[src/design/pt_walk_pkg.sv]
// Page table format for a four-level hierarchical table
// Index, depth and entry status types
// Entry bit positions and the walk state encoding

package pt_walk_pkg;

    // ======================================================================
    // Table geometry
    // ======================================================================

    // Each table page holds 512 entries of 64 bits
    localparam int PT_IDX_BITS = 9;

    // Levels of indirection
    localparam int PT_MAX_DEPTH = 4;

    // Width of one table entry
    localparam int PTE_BITS = 64;

    typedef logic [PT_IDX_BITS-1:0] t_pt_idx;

    // All level indices, highest element holds the root level index
    typedef t_pt_idx [PT_MAX_DEPTH-1:0] t_pt_idx_vec;

    // Current level during a walk, 0 is the root
    typedef logic [$clog2(PT_MAX_DEPTH)-1:0] t_pt_depth;

    // Flags decoded from an entry
    typedef struct packed
    {
        // No valid translation, empty entries are all ones
        logic error;
        // Entry points to the translated page, not another table
        logic terminal;
    } t_pte_status;

    // ======================================================================
    // Entry bit positions
    // ======================================================================

    localparam int PTE_TERMINAL_BIT = 0;
    localparam int PTE_ERROR_BIT = 3;

    // Page number occupies PA_PAGE_BITS starting here
    localparam int PTE_PAGE_LSB = 12;

    // Walk FSM states
    typedef enum logic [2:0]
    {
        IDLE,
        READ_REQ,
        READ_WAIT,
        CHECK,
        RESPOND
    } t_walk_state;

endpackage

[src/design/vtp_addr_pkg.sv]
// Address field widths for virtual to physical translation
// Types for virtual pages, physical pages, memory lines and line addresses
// Request tag type carried through a walk

package vtp_addr_pkg;

    // ======================================================================
    // Field widths
    // ======================================================================

    // Virtual 4KB page index, a 48-bit VA without its 12 offset bits
    localparam int VA_PAGE_BITS = 36;

    // Physical 4KB page index
    localparam int PA_PAGE_BITS = 40;

    // Line address bits inside one 4KB page (64-byte lines)
    localparam int PAGE_OFFSET_LINES = 6;

    // One memory line
    localparam int LINE_BITS = 512;

    // Tag carried with a translation request
    localparam int REQ_TAG_BITS = 8;

    // Line address is the page followed by the line within the page
    localparam int LINE_ADDR_BITS = PA_PAGE_BITS + PAGE_OFFSET_LINES;

    // ======================================================================
    // Address types
    // ======================================================================

    typedef logic [VA_PAGE_BITS-1:0] t_va_page;

    typedef logic [PA_PAGE_BITS-1:0] t_pa_page;

    typedef logic [LINE_ADDR_BITS-1:0] t_line_addr;

    typedef logic [LINE_BITS-1:0] t_line;

    typedef logic [REQ_TAG_BITS-1:0] t_req_tag;

endpackage

[src/design/pt_read_if.sv]
// Entry read channel between the walk FSM and the line reader
// Read request with valid/ready, decoded entry returned as a pulse
// Splits the entry index into line and word parts for the reader

`timescale 1ns/1ps

interface pt_read_if
    import vtp_addr_pkg::*, pt_walk_pkg::*;
#(
    parameter int LINE_WORDS = 8
);

    // Index split for the configured line size
    localparam int WORD_IDX_BITS = $clog2(LINE_WORDS);
    localparam int LINE_IDX_BITS = PT_IDX_BITS - WORD_IDX_BITS;

    // Read request, held by the walker while rd_valid is high
    logic rd_valid;
    t_pa_page rd_page;
    t_pt_idx rd_idx;
    logic rd_ready;

    // Decoded entry, single cycle, no back-pressure
    logic ent_valid;
    t_pte_status ent_status;
    t_pa_page ent_page;

    // Line within the table page and word within that line
    logic [LINE_IDX_BITS-1:0] rd_line;
    logic [WORD_IDX_BITS-1:0] rd_word;

    assign rd_line = rd_idx[PT_IDX_BITS-1 -: LINE_IDX_BITS];
    assign rd_word = rd_idx[WORD_IDX_BITS-1:0];

    modport walker (
        output rd_valid, rd_page, rd_idx,
        input  rd_ready, ent_valid, ent_status, ent_page
    );

    modport reader (
        input  rd_valid, rd_page, rd_line, rd_word,
        output rd_ready, ent_valid, ent_status, ent_page
    );

endinterface

[src/design/pt_line_reader.sv]
// Page table line reader
// Issues one memory line read per entry read, single outstanding
// Registers the line, then the selected word, then decodes the entry

`timescale 1ns/1ps

module pt_line_reader
    import vtp_addr_pkg::*, pt_walk_pkg::*;
#(
    parameter int LINE_WORDS = 8
)
(
    input  logic clk,
    input  logic reset,

    // Memory read request
    output logic mem_req_valid,
    input  logic mem_req_ready,
    output t_line_addr mem_req_addr,

    // Memory read response, one line per accepted request
    input  logic mem_rsp_valid,
    input  t_line mem_rsp_data,

    // Entry reads from the walker
    pt_read_if.reader rd
);

    localparam int WORD_IDX_BITS = $clog2(LINE_WORDS);

    // Read outstanding from acceptance until the entry is returned
    logic busy;

    // Word position of the outstanding read
    logic [WORD_IDX_BITS-1:0] req_word;

    // Response pipeline
    t_line line_q;
    logic line_en_q;
    logic [PTE_BITS-1:0] word_q;
    logic word_en_q;

    // Line viewed as entries
    logic [LINE_WORDS-1:0][PTE_BITS-1:0] line_words;

    assign rd.rd_ready = !busy;

    // ======================================================================
    // Request path
    // ======================================================================

    always_ff @(posedge clk)
    begin
        if (reset)
        begin
            busy <= 1'b0;
            mem_req_valid <= 1'b0;
        end
        else
        begin
            if (rd.rd_valid && !busy)
            begin
                busy <= 1'b1;
                mem_req_valid <= 1'b1;
            end
            else
            begin
                // Drop valid once memory takes the request
                if (mem_req_ready)
                begin
                    mem_req_valid <= 1'b0;
                end

                // Free again when the entry goes out
                if (word_en_q)
                begin
                    busy <= 1'b0;
                end
            end
        end
    end

    // Address and word position, held while the read is outstanding
    always_ff @(posedge clk)
    begin
        if (rd.rd_valid && !busy)
        begin
            mem_req_addr <= t_line_addr'({rd.rd_page, rd.rd_line});
            req_word <= rd.rd_word;
        end
    end

    // ======================================================================
    // Response path
    // ======================================================================

    always_ff @(posedge clk)
    begin
        if (reset)
        begin
            line_en_q <= 1'b0;
            word_en_q <= 1'b0;
        end
        else
        begin
            line_en_q <= mem_rsp_valid;
            word_en_q <= line_en_q;
        end
    end

    assign line_words = line_q[LINE_WORDS*PTE_BITS-1:0];

    always_ff @(posedge clk)
    begin
        // Stage 1: capture the whole line
        if (mem_rsp_valid)
        begin
            line_q <= mem_rsp_data;
        end

        // Stage 2: keep only the requested entry
        if (line_en_q)
        begin
            word_q <= line_words[req_word];
        end
    end

    // Entry decode from fixed bit positions
    assign rd.ent_valid = word_en_q;
    assign rd.ent_status.error = word_q[PTE_ERROR_BIT];
    assign rd.ent_status.terminal = word_q[PTE_TERMINAL_BIT];
    assign rd.ent_page = word_q[PTE_PAGE_LSB +: PA_PAGE_BITS];

endmodule

[src/design/pt_walk_fsm.sv]
// Page table walk FSM
// Captures one translation request, walks up to four table levels
// Forms the 4KB, 2MB or not-present result and holds it until accepted

`timescale 1ns/1ps

module pt_walk_fsm
    import vtp_addr_pkg::*, pt_walk_pkg::*;
(
    input  logic clk,
    input  logic reset,

    // Translation request
    input  logic req_valid,
    output logic req_ready,
    input  t_va_page req_va,
    input  t_req_tag req_tag,

    // Root table page, stable while idle
    input  t_pa_page pt_root,

    // Translation response
    output logic rsp_valid,
    input  logic rsp_ready,
    output t_va_page rsp_va,
    output t_pa_page rsp_pa,
    output t_req_tag rsp_tag,
    output logic rsp_big_page,
    output logic rsp_not_present,

    // Entry reads
    pt_read_if.walker rd
);

    // Depths where a terminal entry gives a valid page
    localparam t_pt_depth DEPTH_4KB = t_pt_depth'(PT_MAX_DEPTH - 1);
    localparam t_pt_depth DEPTH_2MB = t_pt_depth'(PT_MAX_DEPTH - 2);

    t_walk_state state;

    // Request being translated
    t_va_page walk_va;
    t_req_tag walk_tag;

    // Page of the table level being read
    t_pa_page cur_page;

    // Remaining indices, next one in the top element
    t_pt_idx_vec idx_vec;
    t_pt_depth depth;

    // Entry returned for the current level
    t_pte_status ent_status_q;
    t_pa_page ent_page_q;

    // One walk at a time
    assign req_ready = (state == IDLE);
    assign rsp_valid = (state == RESPOND);

    // Read the entry for the current level
    assign rd.rd_valid = (state == READ_REQ);
    assign rd.rd_page = cur_page;
    assign rd.rd_idx = idx_vec[PT_MAX_DEPTH-1];

    // ======================================================================
    // Walk control
    // ======================================================================

    always_ff @(posedge clk)
    begin
        if (reset)
        begin
            state <= IDLE;
        end
        else
        begin
            case (state)
                IDLE:
                begin
                    if (req_valid)
                    begin
                        state <= READ_REQ;
                    end
                end

                READ_REQ:
                begin
                    // Wait for the reader to take the read
                    if (rd.rd_ready)
                    begin
                        state <= READ_WAIT;
                    end
                end

                READ_WAIT:
                begin
                    if (rd.ent_valid)
                    begin
                        state <= CHECK;
                    end
                end

                CHECK:
                begin
                    // Descend only through a clean non-terminal entry above the last level
                    if (!ent_status_q.error && !ent_status_q.terminal && (depth != DEPTH_4KB))
                    begin
                        state <= READ_REQ;
                    end
                    else
                    begin
                        state <= RESPOND;
                    end
                end

                RESPOND:
                begin
                    if (rsp_ready)
                    begin
                        state <= IDLE;
                    end
                end

                default:
                begin
                    state <= IDLE;
                end
            endcase
        end
    end

    // ======================================================================
    // Walk datapath
    // ======================================================================

    always_ff @(posedge clk)
    begin
        // New request, start at the root with the full index vector
        if ((state == IDLE) && req_valid)
        begin
            walk_va <= req_va;
            walk_tag <= req_tag;
            cur_page <= pt_root;
            idx_vec <= t_pt_idx_vec'(req_va);
            depth <= '0;
        end

        // Keep the entry, the pulse lasts one cycle
        if ((state == READ_WAIT) && rd.ent_valid)
        begin
            ent_status_q <= rd.ent_status;
            ent_page_q <= rd.ent_page;
        end

        // Next level: entry page becomes the table, drop the used index
        if ((state == CHECK) && !ent_status_q.error && !ent_status_q.terminal &&
            (depth != DEPTH_4KB))
        begin
            cur_page <= ent_page_q;
            idx_vec <= {idx_vec[PT_MAX_DEPTH-2:0], t_pt_idx'(0)};
            depth <= depth + t_pt_depth'(1);
        end
    end

    // ======================================================================
    // Result formation
    // ======================================================================

    always_ff @(posedge clk)
    begin
        if (state == CHECK)
        begin
            rsp_va <= walk_va;
            rsp_tag <= walk_tag;
            rsp_big_page <= 1'b0;

            if (ent_status_q.error)
            begin
                // Missing or invalid entry
                rsp_pa <= t_pa_page'(0);
                rsp_not_present <= 1'b1;
            end
            else if (ent_status_q.terminal && (depth == DEPTH_4KB))
            begin
                rsp_pa <= ent_page_q;
                rsp_not_present <= 1'b0;
            end
            else if (ent_status_q.terminal && (depth == DEPTH_2MB))
            begin
                rsp_pa <= ent_page_q;
                rsp_big_page <= 1'b1;
                rsp_not_present <= 1'b0;
            end
            else
            begin
                // Terminal too high in the table, or no terminal at the last level
                rsp_pa <= t_pa_page'(0);
                rsp_not_present <= 1'b1;
            end
        end
    end

endmodule

[src/design/pt_walk_top.sv]
// Page table walker top level
// Walk FSM and line reader joined by the entry read interface
// Translation, memory and table root signals as plain ports

`timescale 1ns/1ps

module pt_walk_top
    import vtp_addr_pkg::*;
#(
    // 64-bit entries per memory line
    parameter int LINE_WORDS = 8
)
(
    input  logic clk,
    input  logic reset,

    // Translation request
    input  logic req_valid,
    output logic req_ready,
    input  t_va_page req_va,
    input  t_req_tag req_tag,

    // Translation response
    output logic rsp_valid,
    input  logic rsp_ready,
    output t_va_page rsp_va,
    output t_pa_page rsp_pa,
    output t_req_tag rsp_tag,
    output logic rsp_big_page,
    output logic rsp_not_present,

    // Memory read request
    output logic mem_req_valid,
    input  logic mem_req_ready,
    output t_line_addr mem_req_addr,

    // Memory read response
    input  logic mem_rsp_valid,
    input  t_line mem_rsp_data,

    // Root of the page table
    input  t_pa_page pt_root
);

    // Entry reads between FSM and reader
    pt_read_if #(
        .LINE_WORDS(LINE_WORDS)
    ) rd_bus ();

    pt_walk_fsm u_walk_fsm (
        .clk             (clk),
        .reset           (reset),
        .req_valid       (req_valid),
        .req_ready       (req_ready),
        .req_va          (req_va),
        .req_tag         (req_tag),
        .pt_root         (pt_root),
        .rsp_valid       (rsp_valid),
        .rsp_ready       (rsp_ready),
        .rsp_va          (rsp_va),
        .rsp_pa          (rsp_pa),
        .rsp_tag         (rsp_tag),
        .rsp_big_page    (rsp_big_page),
        .rsp_not_present (rsp_not_present),
        .rd              (rd_bus.walker)
    );

    pt_line_reader #(
        .LINE_WORDS(LINE_WORDS)
    ) u_line_reader (
        .clk           (clk),
        .reset         (reset),
        .mem_req_valid (mem_req_valid),
        .mem_req_ready (mem_req_ready),
        .mem_req_addr  (mem_req_addr),
        .mem_rsp_valid (mem_rsp_valid),
        .mem_rsp_data  (mem_rsp_data),
        .rd            (rd_bus.reader)
    );

endmodule

[config.mk]
export PLATFORM = sky130hd
export DESIGN_NAME = pt_walk_top
export DESIGN_NICKNAME = d
export VERILOG_FILES = /design/src/design/pt_walk_pkg.sv /design/src/design/vtp_addr_pkg.sv /design/src/design/pt_read_if.sv /design/src/design/pt_line_reader.sv /design/src/design/pt_walk_fsm.sv /design/src/design/pt_walk_top.sv
export SDC_FILE = /design/constraint.sdc
export NUM_CORES = 1
export LEC_CHECK = 0
export ABC_AREA = 1
export BUFFER_PORTS_ARGS = -buffer_cell sky130_fd_sc_hd__buf_2
export CELL_PAD_IN_SITES_DETAIL_PLACEMENT = 1
export CELL_PAD_IN_SITES_GLOBAL_PLACEMENT = 1
export CORE_AREA = 2 2 290 292
export DETAILED_ROUTE_END_ITERATION = 8
export DIE_AREA = 0 0 292 294
export PLACE_DENSITY_LB_ADDON = 0.1
export SLEW_MARGIN = 20
export SYNTH_ARGS = -nofsm -noshare
export SYNTH_HDL_FRONTEND = slang
export SYNTH_HIERARCHICAL = 1
export SYNTH_SLANG_ARGS = --single-unit
[constraint.sdc]
create_clock -name clk -period 5.9 [get_ports clk]
set_input_delay 0.295 -clock clk [delete_from_list [all_inputs] [get_ports clk]]
set_output_delay 0.295 -clock clk [all_outputs]
set_load 0.05 [all_outputs]
**After elaboration in Yosys (flattened, before gate mapping)**

Index checks and enable logic that the tools add are counted.
Widths: inputs -> output; s select.

- Add/sub/neg operators: 1
- $lt $le $gt $ge: 1
- Equality and inequality tests: 11
- Multiplexer cells: 23
- Reductions and logical operators: 19

Operators by type and width:

| kind | count |
|---|---|
| $bmux 64 s3 | 1 |
| $mux 40 | 4 |
| $mux 36 | 2 |
| $mux 52 | 1 |
| $mux 3 | 5 |
| $pmux 3 s5 | 1 |
| $logic_and 1x1->1 | 10 |
| $mux 1 | 7 |
| $eq 3x2->1 const B | 2 |
| $ne 2x2->1 const B | 3 |
| $reduce_bool 2->1 | 3 |
| $eq 2x2->1 const B | 2 |
| $lt 3x4->1 const B | 1 |
| $mux 2 | 2 |
| $ne 2x1->1 const B | 2 |
| $reduce_and 4->1 | 1 |
| $eq 3x1->1 const B | 1 |
| $eq 3x3->1 const B | 1 |
| $logic_not 1->1 | 3 |
| $logic_not 3->1 | 1 |
| $add 2x1->2 const B | 1 |
| $reduce_or 2->1 | 1 |

- Register bits after elaboration: 870
- Bits of input ports: 602
- Output and inout bits: 135
- Word-level logic and storage cells: 80

**Logic depth before layout (Yosys ltp)**

Gate-level depths: netlist of run 1.

- Depth in word-level cells: 5
- Mapped depth: 9
- Mapped depth without buffers: 8

**Modules after synthesis**

Netlist of run 1, hierarchy kept.

By module, submodules not included:

| module | instances | cells each | area each (µm²) | seq. area each (µm²) |
|---|---|---|---|---|
| pt_line_reader | 1 | 1560 | 17519.3 | 12902.4 |
| pt_walk_fsm | 1 | 601 | 9012.4 | 7477.2 |

**Least setup slack after synthesis of run 1**

OpenSTA, ideal clock, no wires.

- Path kind: reg-to-reg
- Start point: register u_walk_fsm.state[0]
- End point: register u_walk_fsm.depth[0], enable pin
- Setup time: 429 ps
- Arrival: 3839 ps
- Setup slack: 1631 ps
- Stages on the path, launching flop included: 6
- Clock period less this slack: 4269 ps
- Cells stage by stage: dfxtp_1 nand2_1 nor2_4 nand3_2 clkbuf_1 nand2_1

- Longest elaborated chain between the ends: 5
- Elaborated cells on any way between the ends: 7

RTL lines:

| what | RTL line | RTL |
|---|---|---|
| start: declaration | pt_walk_fsm.sv:39 | `t_walk_state state;` |
| start signal: assignment | pt_walk_fsm.sv:73 | `state <= IDLE;` |
| start signal: assignment | pt_walk_fsm.sv:82 | `state <= READ_REQ;` |
| start signal: assignment | pt_walk_fsm.sv:91 | `state <= READ_WAIT;` |
| $eq 3x2->1 | pt_walk_fsm.sv:156 | `if ((state == CHECK) && !ent_status_q.error && !ent_status_q.terminal &&` |
| $logic_and 1x1->1 (3 in series) | pt_walk_fsm.sv:156 |  |
| $reduce_bool 2->1 (no source line) (*) | - |  |
| end signal: assignment | pt_walk_fsm.sv:161 | `depth <= depth + t_pt_depth'(1);` |
| end: declaration | pt_walk_fsm.sv:50 | `t_pt_depth depth;` |

Every way passes the cells marked *; elsewhere a longest branch is shown, timed or not.
A chain may end at the register's enable or synchronous reset.

**Worst setup path in the final report of run 1**

- Start point: register u_line_reader.req_word[0]
- End point: register u_line_reader.word_q[3], data pin

- Longest elaborated chain between the ends: 2

RTL lines:

| what | RTL line | RTL |
|---|---|---|
| start: declaration | pt_line_reader.sv:35 | `logic [WORD_IDX_BITS-1:0] req_word;` |
| start signal: assignment | pt_line_reader.sv:89 | `req_word <= rd.rd_word;` |
| $bmux 64 s3 | pt_line_reader.sv:124 | `word_q <= line_words[req_word];` |
| $mux 52 (not written as such) | pt_line_reader.sv:124 |  |
| end signal: assignment | pt_line_reader.sv:124 |  |
| end: declaration | pt_line_reader.sv:40 | `logic [PTE_BITS-1:0] word_q;` |

No other way between the ends. The select of a mux whose other input is x is not followed.

==> results of run 1 <==
flip-flops by register name, summed over array words and instances, names as in the netlist, 2 cells and up:
signal	count
u_walk_fsm/rd.rd_idx	9
u_walk_fsm/idx_vec	27
u_line_reader/line_q	336
u_walk_fsm/rsp_tag	8
u_line_reader/mem_req_addr	46
u_walk_fsm/walk_tag	8
u_line_reader/req_word	3
u_walk_fsm/ent_status_q	2
u_walk_fsm/rsp_pa	40
u_walk_fsm/rd.rd_page	40
u_walk_fsm/ent_page_q	40
u_line_reader/word_q	42
u_walk_fsm/depth	2
u_walk_fsm/rsp_va	36
u_walk_fsm/walk_va	36
u_walk_fsm/state	3
critical path, delay by kind of cell (launching register included):
kind                   cells  cell delay [ns]
DFF                        1             0.76
buffers and inverters      2             1.27
and+or+nand+nor            5             0.54
routing by layer:
metal  share of wire (%)  GRT usage, %
met5                0.12             0
met4                 2.8          6.54
met3                 4.9          3.89
met2                  48          32.0
met1                  44          24.0
cell type report:
| cell class | instances | area share [%] |
|---|---|---|
| repair buffers | 998 | 19.4 |
| inverters | 408 | 4.17 |
| clock inverters | 41 | 0.827 |
| diodes | 13 | 0.0881 |
| well taps | 1080 | 3.66 |
| multi-input cells | 977 | 11.0 |
| clock buffers | 104 | 5.72 |
| flip-flops and latches | 684 | 55.2 |
timing repair:
item	in CTS	in global routing
hold endpoints to repair	450	0
setup endpoints to repair	0	0
hold buffers	420	0
cell usage in the layout (no fill, tap or decap), drive strengths merged:
cell type	count
nor2b	1
clkbuf	104
or2	1
inv	411
clkinvlp	3
edfxtp	668
ha	2
bufinv	3
a21oi	12
dfxtp	16
dlygate4sd3	420
buf	578
diode	13
nor2	56
nand3	173
nand3b	1
nand2	671
nand4	1
clkinv	32
o21ai	59
kinds of logic (layout without fill, tap and decap cells):
kind of cell / count (synthesis) / after routing / synth area share [%]
DFF: 684 / 684 / 76.8
AOI/OAI and AO/OA: 71 / 71 / 1.34
and+or+nand+nor: 904 / 904 / 13.7
other: 0 / 13 / 0
buffers and inverters: 500 / 1551 / 8.04
adders and majority gates: 2 / 2 / 0.0943
power breakdown:
part / leakage (uW) / switching [uW] / total [uW] / internal [uW]
clock network: 0.00117 / 1970 / 4630 / 2660
registers: 0.00652 / 206 / 6470 / 6270
logic: 0.00865 / 2280 / 3120 / 842
worst paths after layout:
path                        startpoint                   endpoint  slack (ns)
min reg2reg   u_line_reader/word_q[27]  u_walk_fsm/ent_page_q[15]        0.41
min                         pt_root[1]   u_walk_fsm/rd.rd_page[1]        0.04
max reg2reg  u_line_reader/req_word[0]    u_line_reader/word_q[3]        2.91
max          u_line_reader/req_word[0]    u_line_reader/word_q[3]        2.91
metrics by stage:
stage / hold slack (ns) / setup slack (ns) / cells
global route: 0.0322 / 2.59 / 4301
global placement: 0.401 / 2.88 / 3727
detailed placement: 0.405 / 2.84 / 3727
finish: 0.0445 / 2.91 / 4305
floorplan: 0.364 / 1.63 / 2161
CTS: 0.00180 / 2.80 / 4292
==> key figures, run 1 <==
Outcome
  – Outcome: finished, final reports clean

Clock network
  – Max Root-Sink Buffers: 3
  – CTS tree: done
  – H-tree levels: 3
  – Clk sinks: slightly below 700
  – Clock transition at the registers of the reported paths: approximately 0.06 ns
  – Root Buffer: clkbuf_16
  – Post-CTS sizing: 0
  – Post-CTS setup repair buffer count: 0
  – CTS Buf Count: 80
  – Later-pin clock latency in the skew report: between 0.6 and 0.7 ns

Worst setup path
  – CP max stage delay: 0.76 ns
  – CP Max Fanout: 93
  – Worst setup EP type: flop
  – Worst Path Arrival: between 3 and 4 ns
  – Req. time, crit path: 6.22 ns
  – R2R depth: 7
  – Most common cell on crit path: nand2_1
  – Startpoint types: flop
  – Slowest-stage cell, CP: edfxtp_1
  – CP cell instances: inv_6 > buf_4 > nand2_1 > nand3_1 > nand2_1 > nand2_1 > nand2_1
  – Critical path class: reg -> reg

Drt
  – Routed WL per cell: about 19 um
  – DRT iter0 DRCs: about 700
  – Via count: approximately 19,000
  – # DRC: 0
  – Via/cell ratio: approximately 4.3
  – Detailed Route WL: a little over 80,000 um
  – Drt pass-1 iters: 4
  – Remaining antenna violation count: 0

Pwr
  – VDD IR max: roughly 0.25 mV
  – Leak pwr: 0.0163 uW
  – Pwr Density: between 300 and 400 nW/um^2
  – Final Power: 14,200 uW

Final layout
  – Layout overhead on the synthesized area: 39.2%
  – Register area: 20,400 um^2
  – Layout cell share with drive strength beyond 1: ~22%
  – Util after Layout: between 40% and 50%
  – Final design area excluding fillers: about 37,000 um^2
  – Layout fillers: approximately 8,900
  – Layout Nets: about 3,800
  – Area of the multi-input gates: roughly 4000 um^2

Synthesis
  – Post-synth ARST share: 0%
  – Cell area after synthesis: 26,500 um^2
  – Area share of the largest cell type after synthesis: 75.6%
  – Synth unique cells: 26
  – Syn nets: roughly 2,800
  – Most used DFF post-synth: edfxtp_1
  – Number of synthesized flops with an enable pin: approximately 670
  – Syn_area_per_cell: around 12 um^2
  – Most frequent cells after synthesis: 670 x nand2_1, 668 x edfxtp_1, 403 x inv_1
  – Synth area leaders: edfxtp_1 76%, nand2_1 9.5%, inv_1 5.7%, nand3_1 3.2%, dfxtp_1 1.2%
  – Warnings from Yosys: 6
  – Post-synth top area cell: edfxtp_1
  – Flops & latches, synth: slightly below 700
  – Cells after Synth: between 2,000 and 2,500
  – Most frequent cell after synthesis: nand2_1
  – Sequential element share of the synthesized area: between 70 and 80%

Timing
  – Final Setup Violations: 0
  – Worst slew margin: approximately 28%
  – Fin crit period: ~3.0 ns
  – Setup_tns: 0 ns
  – Worst-margin pin slew: 1.07 ns
  – Clock skew: ~0.017 ns
  – Slew Limit Fails: 0
  – RSZ-0062 raised after global routing: no
  – Final Hold Viols: 0
  – Final period utilization: around half
  – Fmax: between 300 and 400 MHz

Global route
  – Overall routing resource usage: around a fifth
  – First-pass GRT wire length: approximately 120,000 um
  – Vias in the first global route: between 20,000 and 25,000
  – Total gr overflow: 0
  – Antenna violations before repair: 20
  – Largest net degree at the start of global routing: around 130

Die
  – Core box area: just over 80,000 um^2
  – Ports: ~740
  – Initial Utilization: roughly a third
  – Die height: a little under 300 um
  – Die area: roughly 86,000 um^2
  – Die width: ~300 um
  – # rows: between 100 and 150

Run
  – # Max-Cap Violations: 0

Placed design
  – IO Port Bufs: 560
  – GPL Wtd Cong: 0.797
  – Detailed Place HPWL: between 50,000 and 60,000 um
  – Area after DPL: 30,300 um^2

Min path
  – Hold Crit Depth: 3
  – Tightest Hold Check Type: in -> reg
Power figures use the tool's default switching activity.
==> inputs of run 2 (changes only) <==
Settings changed: ABC_AREA 1 to 0, CORE_AREA 2 2 290 292 to 2 2 285 287, DIE_AREA 0 0 292 294 to 0 0 287 289.
Clock period 5.9 ns to 2.65 ns, I/O delays scaled along.
==> run 2 against run 1 <==
- fmax grew 35%
- hold slack gained 0.17 ns
- die area shrank 3.4%
- largest power group unchanged
- synthesized area shrank 7.9%
- via count shrank 25%
==> key figures, run 2 <==
Outcome
  – Outcome: finished, final reports clean

Timing
  – Final period utilization: a little over four fifths
  – Final Hold Viols: 0
  – Clock skew: around 0.020 ns
  – Slew Limit Fails: 0
  – Worst-margin pin slew: between 0.9 and 1 ns
  – Fin crit period: 2.22 ns
  – Fmax: between 400 and 500 MHz
  – RSZ-0062 raised after global routing: no
  – Final Setup Violations: 0
  – Worst slew margin: a little under two fifths
  – Setup_tns: 0 ns

Worst setup path
  – Startpoint types: flop
  – CP Max Fanout: 30
  – Req. time, crit path: ~3.0 ns
  – Critical path class: reg -> reg
  – R2R Setup Slk: about 0.43 ns
  – Worst setup EP type: flop
  – Worst Path Arrival: ~2.6 ns

Final layout
  – Final design area excluding fillers: 35,500 um^2
  – Post-Layout Cell Count: about 3,200
  – Commonest non-fill, non-tap cells in the layout: 668 x edfxtp_1, 559 x buf_2, 425 x dlygate4sd3_1
  – Util after Layout: ~44%
  – Layout overhead on the synthesized area: 45.1%
  – Layout Nets: roughly 2,700
  – Top reg by flops: u_line_reader/line_q
  – Commonest non-fill, non-tap cell in the layout: edfxtp_1
  – Layout fillers: between 7,000 and 8,000
  – Largest registers: u_line_reader/line_q x336, u_line_reader/mem_req_addr x46, u_line_reader/word_q x42
  – Layout cell share with drive strength beyond 1: a little over 40%
  – Max reg flops: 336

Clock network
  – Post-CTS sizing: 0
  – Later-pin clock latency in the skew report: just over 0.6 ns
  – H-tree levels: 3
  – CTS tree: done
  – Root Buffer: clkbuf_16
  – Max Root-Sink Buffers: 3
  – Clock transition at the registers of the reported paths: roughly 0.060 ns
  – Post-CTS setup repair buffer count: 0
  – Clk sinks: approximately 680
  – CTS Buf Count: 80

Synthesis
  – Number of synthesized flops with an enable pin: approximately 670
  – Post-synth top area cell: edfxtp_1
  – Most frequent cells after synthesis: 668 x edfxtp_1, 85 x mux4_2, 78 x mux2_2
  – Most used DFF post-synth: edfxtp_1
  – Syn nets: between 1,500 and 2,000
  – Post-synth ARST share: 0%
  – Cells after Synth: 1,033
  – Sequential element share of the synthesized area: 83.4%
  – Flops & latches, synth: just under 700
  – Cell area after synthesis: about 24,000 um^2
  – Most frequent cell after synthesis: edfxtp_1
  – Area share of the largest cell type after synthesis: between 80% and 90%
  – Syn_area_per_cell: 23.7 um^2
  – Synth area leaders: edfxtp_1 82%, mux4_2 7.8%, mux2_2 3.6%, dfxtp_1 1.3%, and2_1 1.0%
  – Warnings from Yosys: 6
  – Synth unique cells: 30

Die
  – Die width: 287 um
  – Initial Utilization: between 30% and 40%
  – Die height: 289 um
  – Die area: 82,900 um^2
  – # rows: ~100
  – Core box area: 79,900 um^2
  – Ports: between 700 and 800

Global route
  – Antenna violations before repair: 9
  – First-pass GRT wire length: 100,000 um
  – Largest net degree at the start of global routing: 70
  – Overall routing resource usage: between 10% and 20%
  – Total gr overflow: 0
  – Vias in the first global route: 15,820

Placed design
  – Detailed Place HPWL: 45,900 um
  – Placed insts: approximately 2,600
  – IO Port Bufs: 560
  – GPL Wtd Cong: roughly 0.74
  – Area after DPL: around 29,000 um^2

Pwr
  – P_sw: around 5900 uW
  – Pwr Density: approximately 730 nW/um^2
  – Leak pwr: about 0.013 uW
  – Seq pwr share: 50.2%
  – Final Power: between 20,000 and 30,000 uW
  – P_int: 20,100 uW
  – Net Sw Frac: 22.7%
  – Clk pwr share: between 40% and 50%
  – Comb power frac: roughly a tenth
  – VDD IR max: 0.469 mV

Drt
  – Remaining antenna violation count: 0
  – Routed WL per cell: around 22 um
  – Detailed Route WL: between 60,000 and 70,000 um
  – # DRC: 0
  – DRT iter0 DRCs: between 500 and 600
  – Via count: ~14,000
  – Drt pass-1 iters: 4
  – Via/cell ratio: around 4.3

Run
  – # Max-Cap Violations: 0

Min path
  – Tightest Hold Check Type: in -> reg
[run 2: cell types whose count changed in the layout (fill, tap and decap cells not counted), sizes merged, moves of 9 or more]
cell,previous run,this run
inv,411,8
and2,0,41
a22o,0,28
nor2,56,4
diode,13,4
o21ai,59,0
nand2,671,22
buf,578,592
mux4,0,85
nand3,173,0
mux2,0,83
[run 2: final cells by class]
cell class                      instances  area [um^2]  area share [%]
Antenna cell                            4         10.0          0.0282
Clock buffer                          100         2090            5.89
Clock inverter                         45          414            1.17
Inverter                                6         25.0          0.0706
Multi-Input combinational cell        293         3710            10.5
Sequential cell                       684        20400            57.5
Tap cell                             1060         1330            3.74
Timing Repair Buffer                 1017         7510            21.2
[run 2: metal layers]
metal | vias up | wire, um | track usage, %
met4 | 12 | 2010 | 5.73
li1 | 6335 | - | -
met3 | 124 | 3860 | 4.08
met2 | 402 | 35400 | 28.5
met5 | - | 76 | 0
met1 | 7021 | 28300 | 20.2
[run 2: critical path, stage by stage, from the launching register on]
cell and delay [ns]:
edfxtp_1 0.42, ha_1 0.26, nor3_1 0.39, nand2_4 0.26, buf_12 0.26, mux2_1 0.34
[run 2: path summary, 6_finish.rpt]
check,startpoint,to,cells past startpoint
max,u_walk_fsm/depth[0],u_walk_fsm/rd.rd_page[30],5
min,mem_rsp_data[349],u_line_reader/line_q[349],2
max reg2reg,u_walk_fsm/depth[0],u_walk_fsm/rd.rd_page[30],5
min reg2reg,u_walk_fsm/rd.rd_page[7],u_line_reader/mem_req_addr[13],0
[run 2: cells by family (layout without fill, tap and decap cells)]
group	Yosys count	in the layout	synth area share, %
flops	684	684	83.4
buf+inv	56	1168	1.62
other cells	0	4	0
fa+ha+maj	2	2	0.102
mux	168	168	11.7
simple gates	84	84	1.97
compound gates	39	39	1.27
[run 2: power by group through the flow]
stage	registers (uW)	logic (uW)	clock network [uW]
2_1_floorplan	13400	811	0
3_3_place_gp	13200	1940	0
3_5_place_dp	13300	1960	0
4_1_cts	13000	2490	10900
5_1_grt	13100	2620	11200
6_report	13000	2430	10500
[run 2: per-stage QoR]
| stage | hold slack, ns | setup slack (ns) |
|---|---|---|
| after floorplan | 0.204 | 0.105 |
| after global placement | 0.311 | 0.417 |
| after detailed placement | 0.311 | 0.375 |
| after CTS | 0.162 | 0.371 |
| after global routing | 0.184 | 0.264 |
| final | 0.217 | 0.430 |
[run 2: timing repair]
item                                    CTS  global route
endpoints found under the hold margin   475             0
hold buffers                            425             0
endpoints found under the setup margin    0             0
==> inputs of run 3 (changes only) <==
Settings changed: CORE_AREA 2 2 285 287 to 2 2 288 290, DIE_AREA 0 0 287 289 to 0 0 290 292.
Clock period 2.65 ns to 2.2 ns, I/O delays scaled along.
==> run 3 against run 2 <==
- sequential cell count is the same
- clock-buffer cell count shrank 11
- first-iteration DRC count grew 19%
- via count grew 1.4%
- final cell count grew 1.1%
- critical endpoint is now u_line_reader/word_q[29]
==> key figures, run 3 (synthesized netlist as in run 2, its figures left out) <==
Die
  – # rows: 105
  – Die area: between 80,000 and 90,000 um^2
  – Initial Utilization: ~30%
  – Die width: about 290 um
  – Ports: 737
  – Core box area: slightly above 80,000 um^2
  – Die height: 292 um

Final layout
  – Layout Nets: about 2,700
  – Layout overhead on the synthesized area: 46.6%
  – Layout cell share with drive strength beyond 1: a little over two fifths
  – Layout fillers: 7,961
  – Max reg flops: roughly 340
  – Commonest non-fill, non-tap cells in the layout: 668 x edfxtp_1, 559 x buf_2, 425 x dlygate4sd3_1
  – Register area: between 20,000 and 25,000 um^2
  – Top reg by flops: u_line_reader/line_q
  – Util after Layout: a little over two fifths
  – Largest registers: u_line_reader/line_q x336, u_line_reader/mem_req_addr x46, u_line_reader/word_q x42
  – Area of the multi-input gates: 3710 um^2
  – Commonest non-fill, non-tap cell in the layout: edfxtp_1

Worst setup path
  – Startpoint types: flop
  – Slowest-stage cell, CP: mux4_2
  – CP Max Fanout: 14
  – Req. time, crit path: between 2 and 3 ns
  – Worst setup EP type: flop
  – CP cell instances: buf_12 > buf_4 > mux4_2 > mux2_2
  – Critical path class: reg -> reg
  – Worst Path Arrival: ~2.4 ns
  – CP max stage delay: 0.54 ns

Global route
  – Overall routing resource usage: between 10% and 20%
  – Largest net degree at the start of global routing: between 60 and 70
  – Antenna violations before repair: 11
  – Vias in the first global route: roughly 16,000
  – First-pass GRT wire length: 105,000 um
  – Total gr overflow: 0

Clock network
  – Max Root-Sink Buffers: 3
  – CTS tree: done
  – H-tree levels: 3
  – CTS Buf Count: between 70 and 80
  – Later-pin clock latency in the skew report: 0.62 ns
  – Root Buffer: clkbuf_16
  – Clk sinks: slightly below 700
  – Clock transition at the registers of the reported paths: around 0.06 ns

Timing
  – Setup_tns: 0 ns
  – Final period utilization: between 90 and 100%
  – RSZ-0062 raised after global routing: no
  – Clock skew: approximately 0.022 ns
  – Final Hold Viols: 0
  – Fmax: 486 MHz
  – Worst-margin pin slew: roughly 0.88 ns
  – Worst slew margin: approximately two fifths
  – Fin crit period: around 2 ns
  – Slew Limit Fails: 0
  – Final Setup Violations: 0

Placed design
  – Detailed Place HPWL: between 40,000 and 50,000 um
  – IO Port Bufs: 560
  – GPL Wtd Cong: around 0.76

Pwr
  – Leak pwr: around 0.013 uW
  – Comb power frac: under 10%
  – Pwr Density: roughly 900 nW/um^2
  – P_sw: a little over 7000 uW
  – Clk pwr share: around two fifths
  – P_int: 24,800 uW
  – Seq pwr share: about half
  – Net Sw Frac: between 20% and 30%
  – VDD IR max: between 0.5 and 0.6 mV

Run
  – # Max-Cap Violations: 0

Drt
  – Routed WL per cell: 21.9 um
  – Detailed Route WL: between 70,000 and 80,000 um
  – Drt pass-1 iters: 7
  – # DRC: 0
  – DRT iter0 DRCs: between 600 and 700
  – Via count: ~14,000
  – Via/cell ratio: around 4.3
  – Remaining antenna violation count: 0

Outcome
  – Outcome: finished, final reports clean

Min path
  – Tightest Hold Check Type: in -> reg
## run 3: changes by cell type in the layout (fill, tap and decap cells not counted), moves of 4 or more
cell and delta:
buf_12 +7, buf_4 +12, bufinv_16 +5, clkbuf_1 -11, clkinv_1 +6, diode_2 +4
## run 3: path summary, 6_finish.rpt
path	start	end	slack [ns]	depth (start not counted)
worst max-delay path	u_line_reader/req_word[0]	u_line_reader/word_q[29]	0.14	4
worst min-delay path	mem_rsp_data[284]	u_line_reader/line_q[284]	0.19	2
worst max register to register	u_line_reader/req_word[0]	u_line_reader/word_q[29]	0.14	4
worst min register to register	u_line_reader/word_q[18]	u_walk_fsm/ent_page_q[6]	0.41	0
## run 3: routing by layer
metal	up-vias	wire, um	track usage [%]
met1	7166	28800	20.0
met3	117	3520	3.75
met2	419	36700	29.8
met5	-	40	0
li1	6380	-	-
met4	6	2090	5.68
## run 3: area by class of cell
type                       instances  area share, %
clock inverter                    57           1.53
antenna                            8         0.0559
timing repair buffer            1037           21.6
multi-input combinational        293           10.4
inverter                           6         0.0698
clock buffer                      89           5.74
tap                             1070           3.74
sequential                       684           56.9
## run 3: power groups by stage
stage	logic (uW)	registers (uW)	clock network, uW
finish	3050	15700	13200
global route	3270	15800	14100
floorplan	983	16200	0
CTS	3120	15700	13600
detailed placement	2470	16000	0
global placement	2450	15900	0
## run 3: worst max-delay path: cells and delay by family (launching register included)
| family | cells | cell delay (ns) |
|---|---|---|
| buf+inv | 2 | 0.51 |
| mux | 2 | 0.82 |
| flops | 1 | 0.44 |
## run 3: what timing repair did
| action | in CTS | in global routing |
|---|---|---|
| hold buffers | 425 | 0 |
| buffers inserted | 0 | 0 |
| endpoints found under the hold margin | 477 | 0 |
| resized for setup | 0 | 1 |
| endpoints found under the setup margin | 0 | 1 |
## run 3: per-stage QoR
step | hold WS (ns) | setup WS, ns | area [um^2] | total power (uW) | cells
2_1_floorplan | 0.174 | -0.0784 | 24500 | 17100 | 1033
3_3_place_gp | 0.286 | 0.110 | 29000 | 18400 | 2665
3_5_place_dp | 0.288 | 0.0844 | 29000 | 18400 | 2665
4_1_cts | 0.144 | 0.0841 | 35800 | 32400 | 3236
5_1_grt | 0.171 | 0.000932 | 35800 | 33100 | 3239
6_report | 0.194 | 0.143 | 35800 | 31900 | 3244
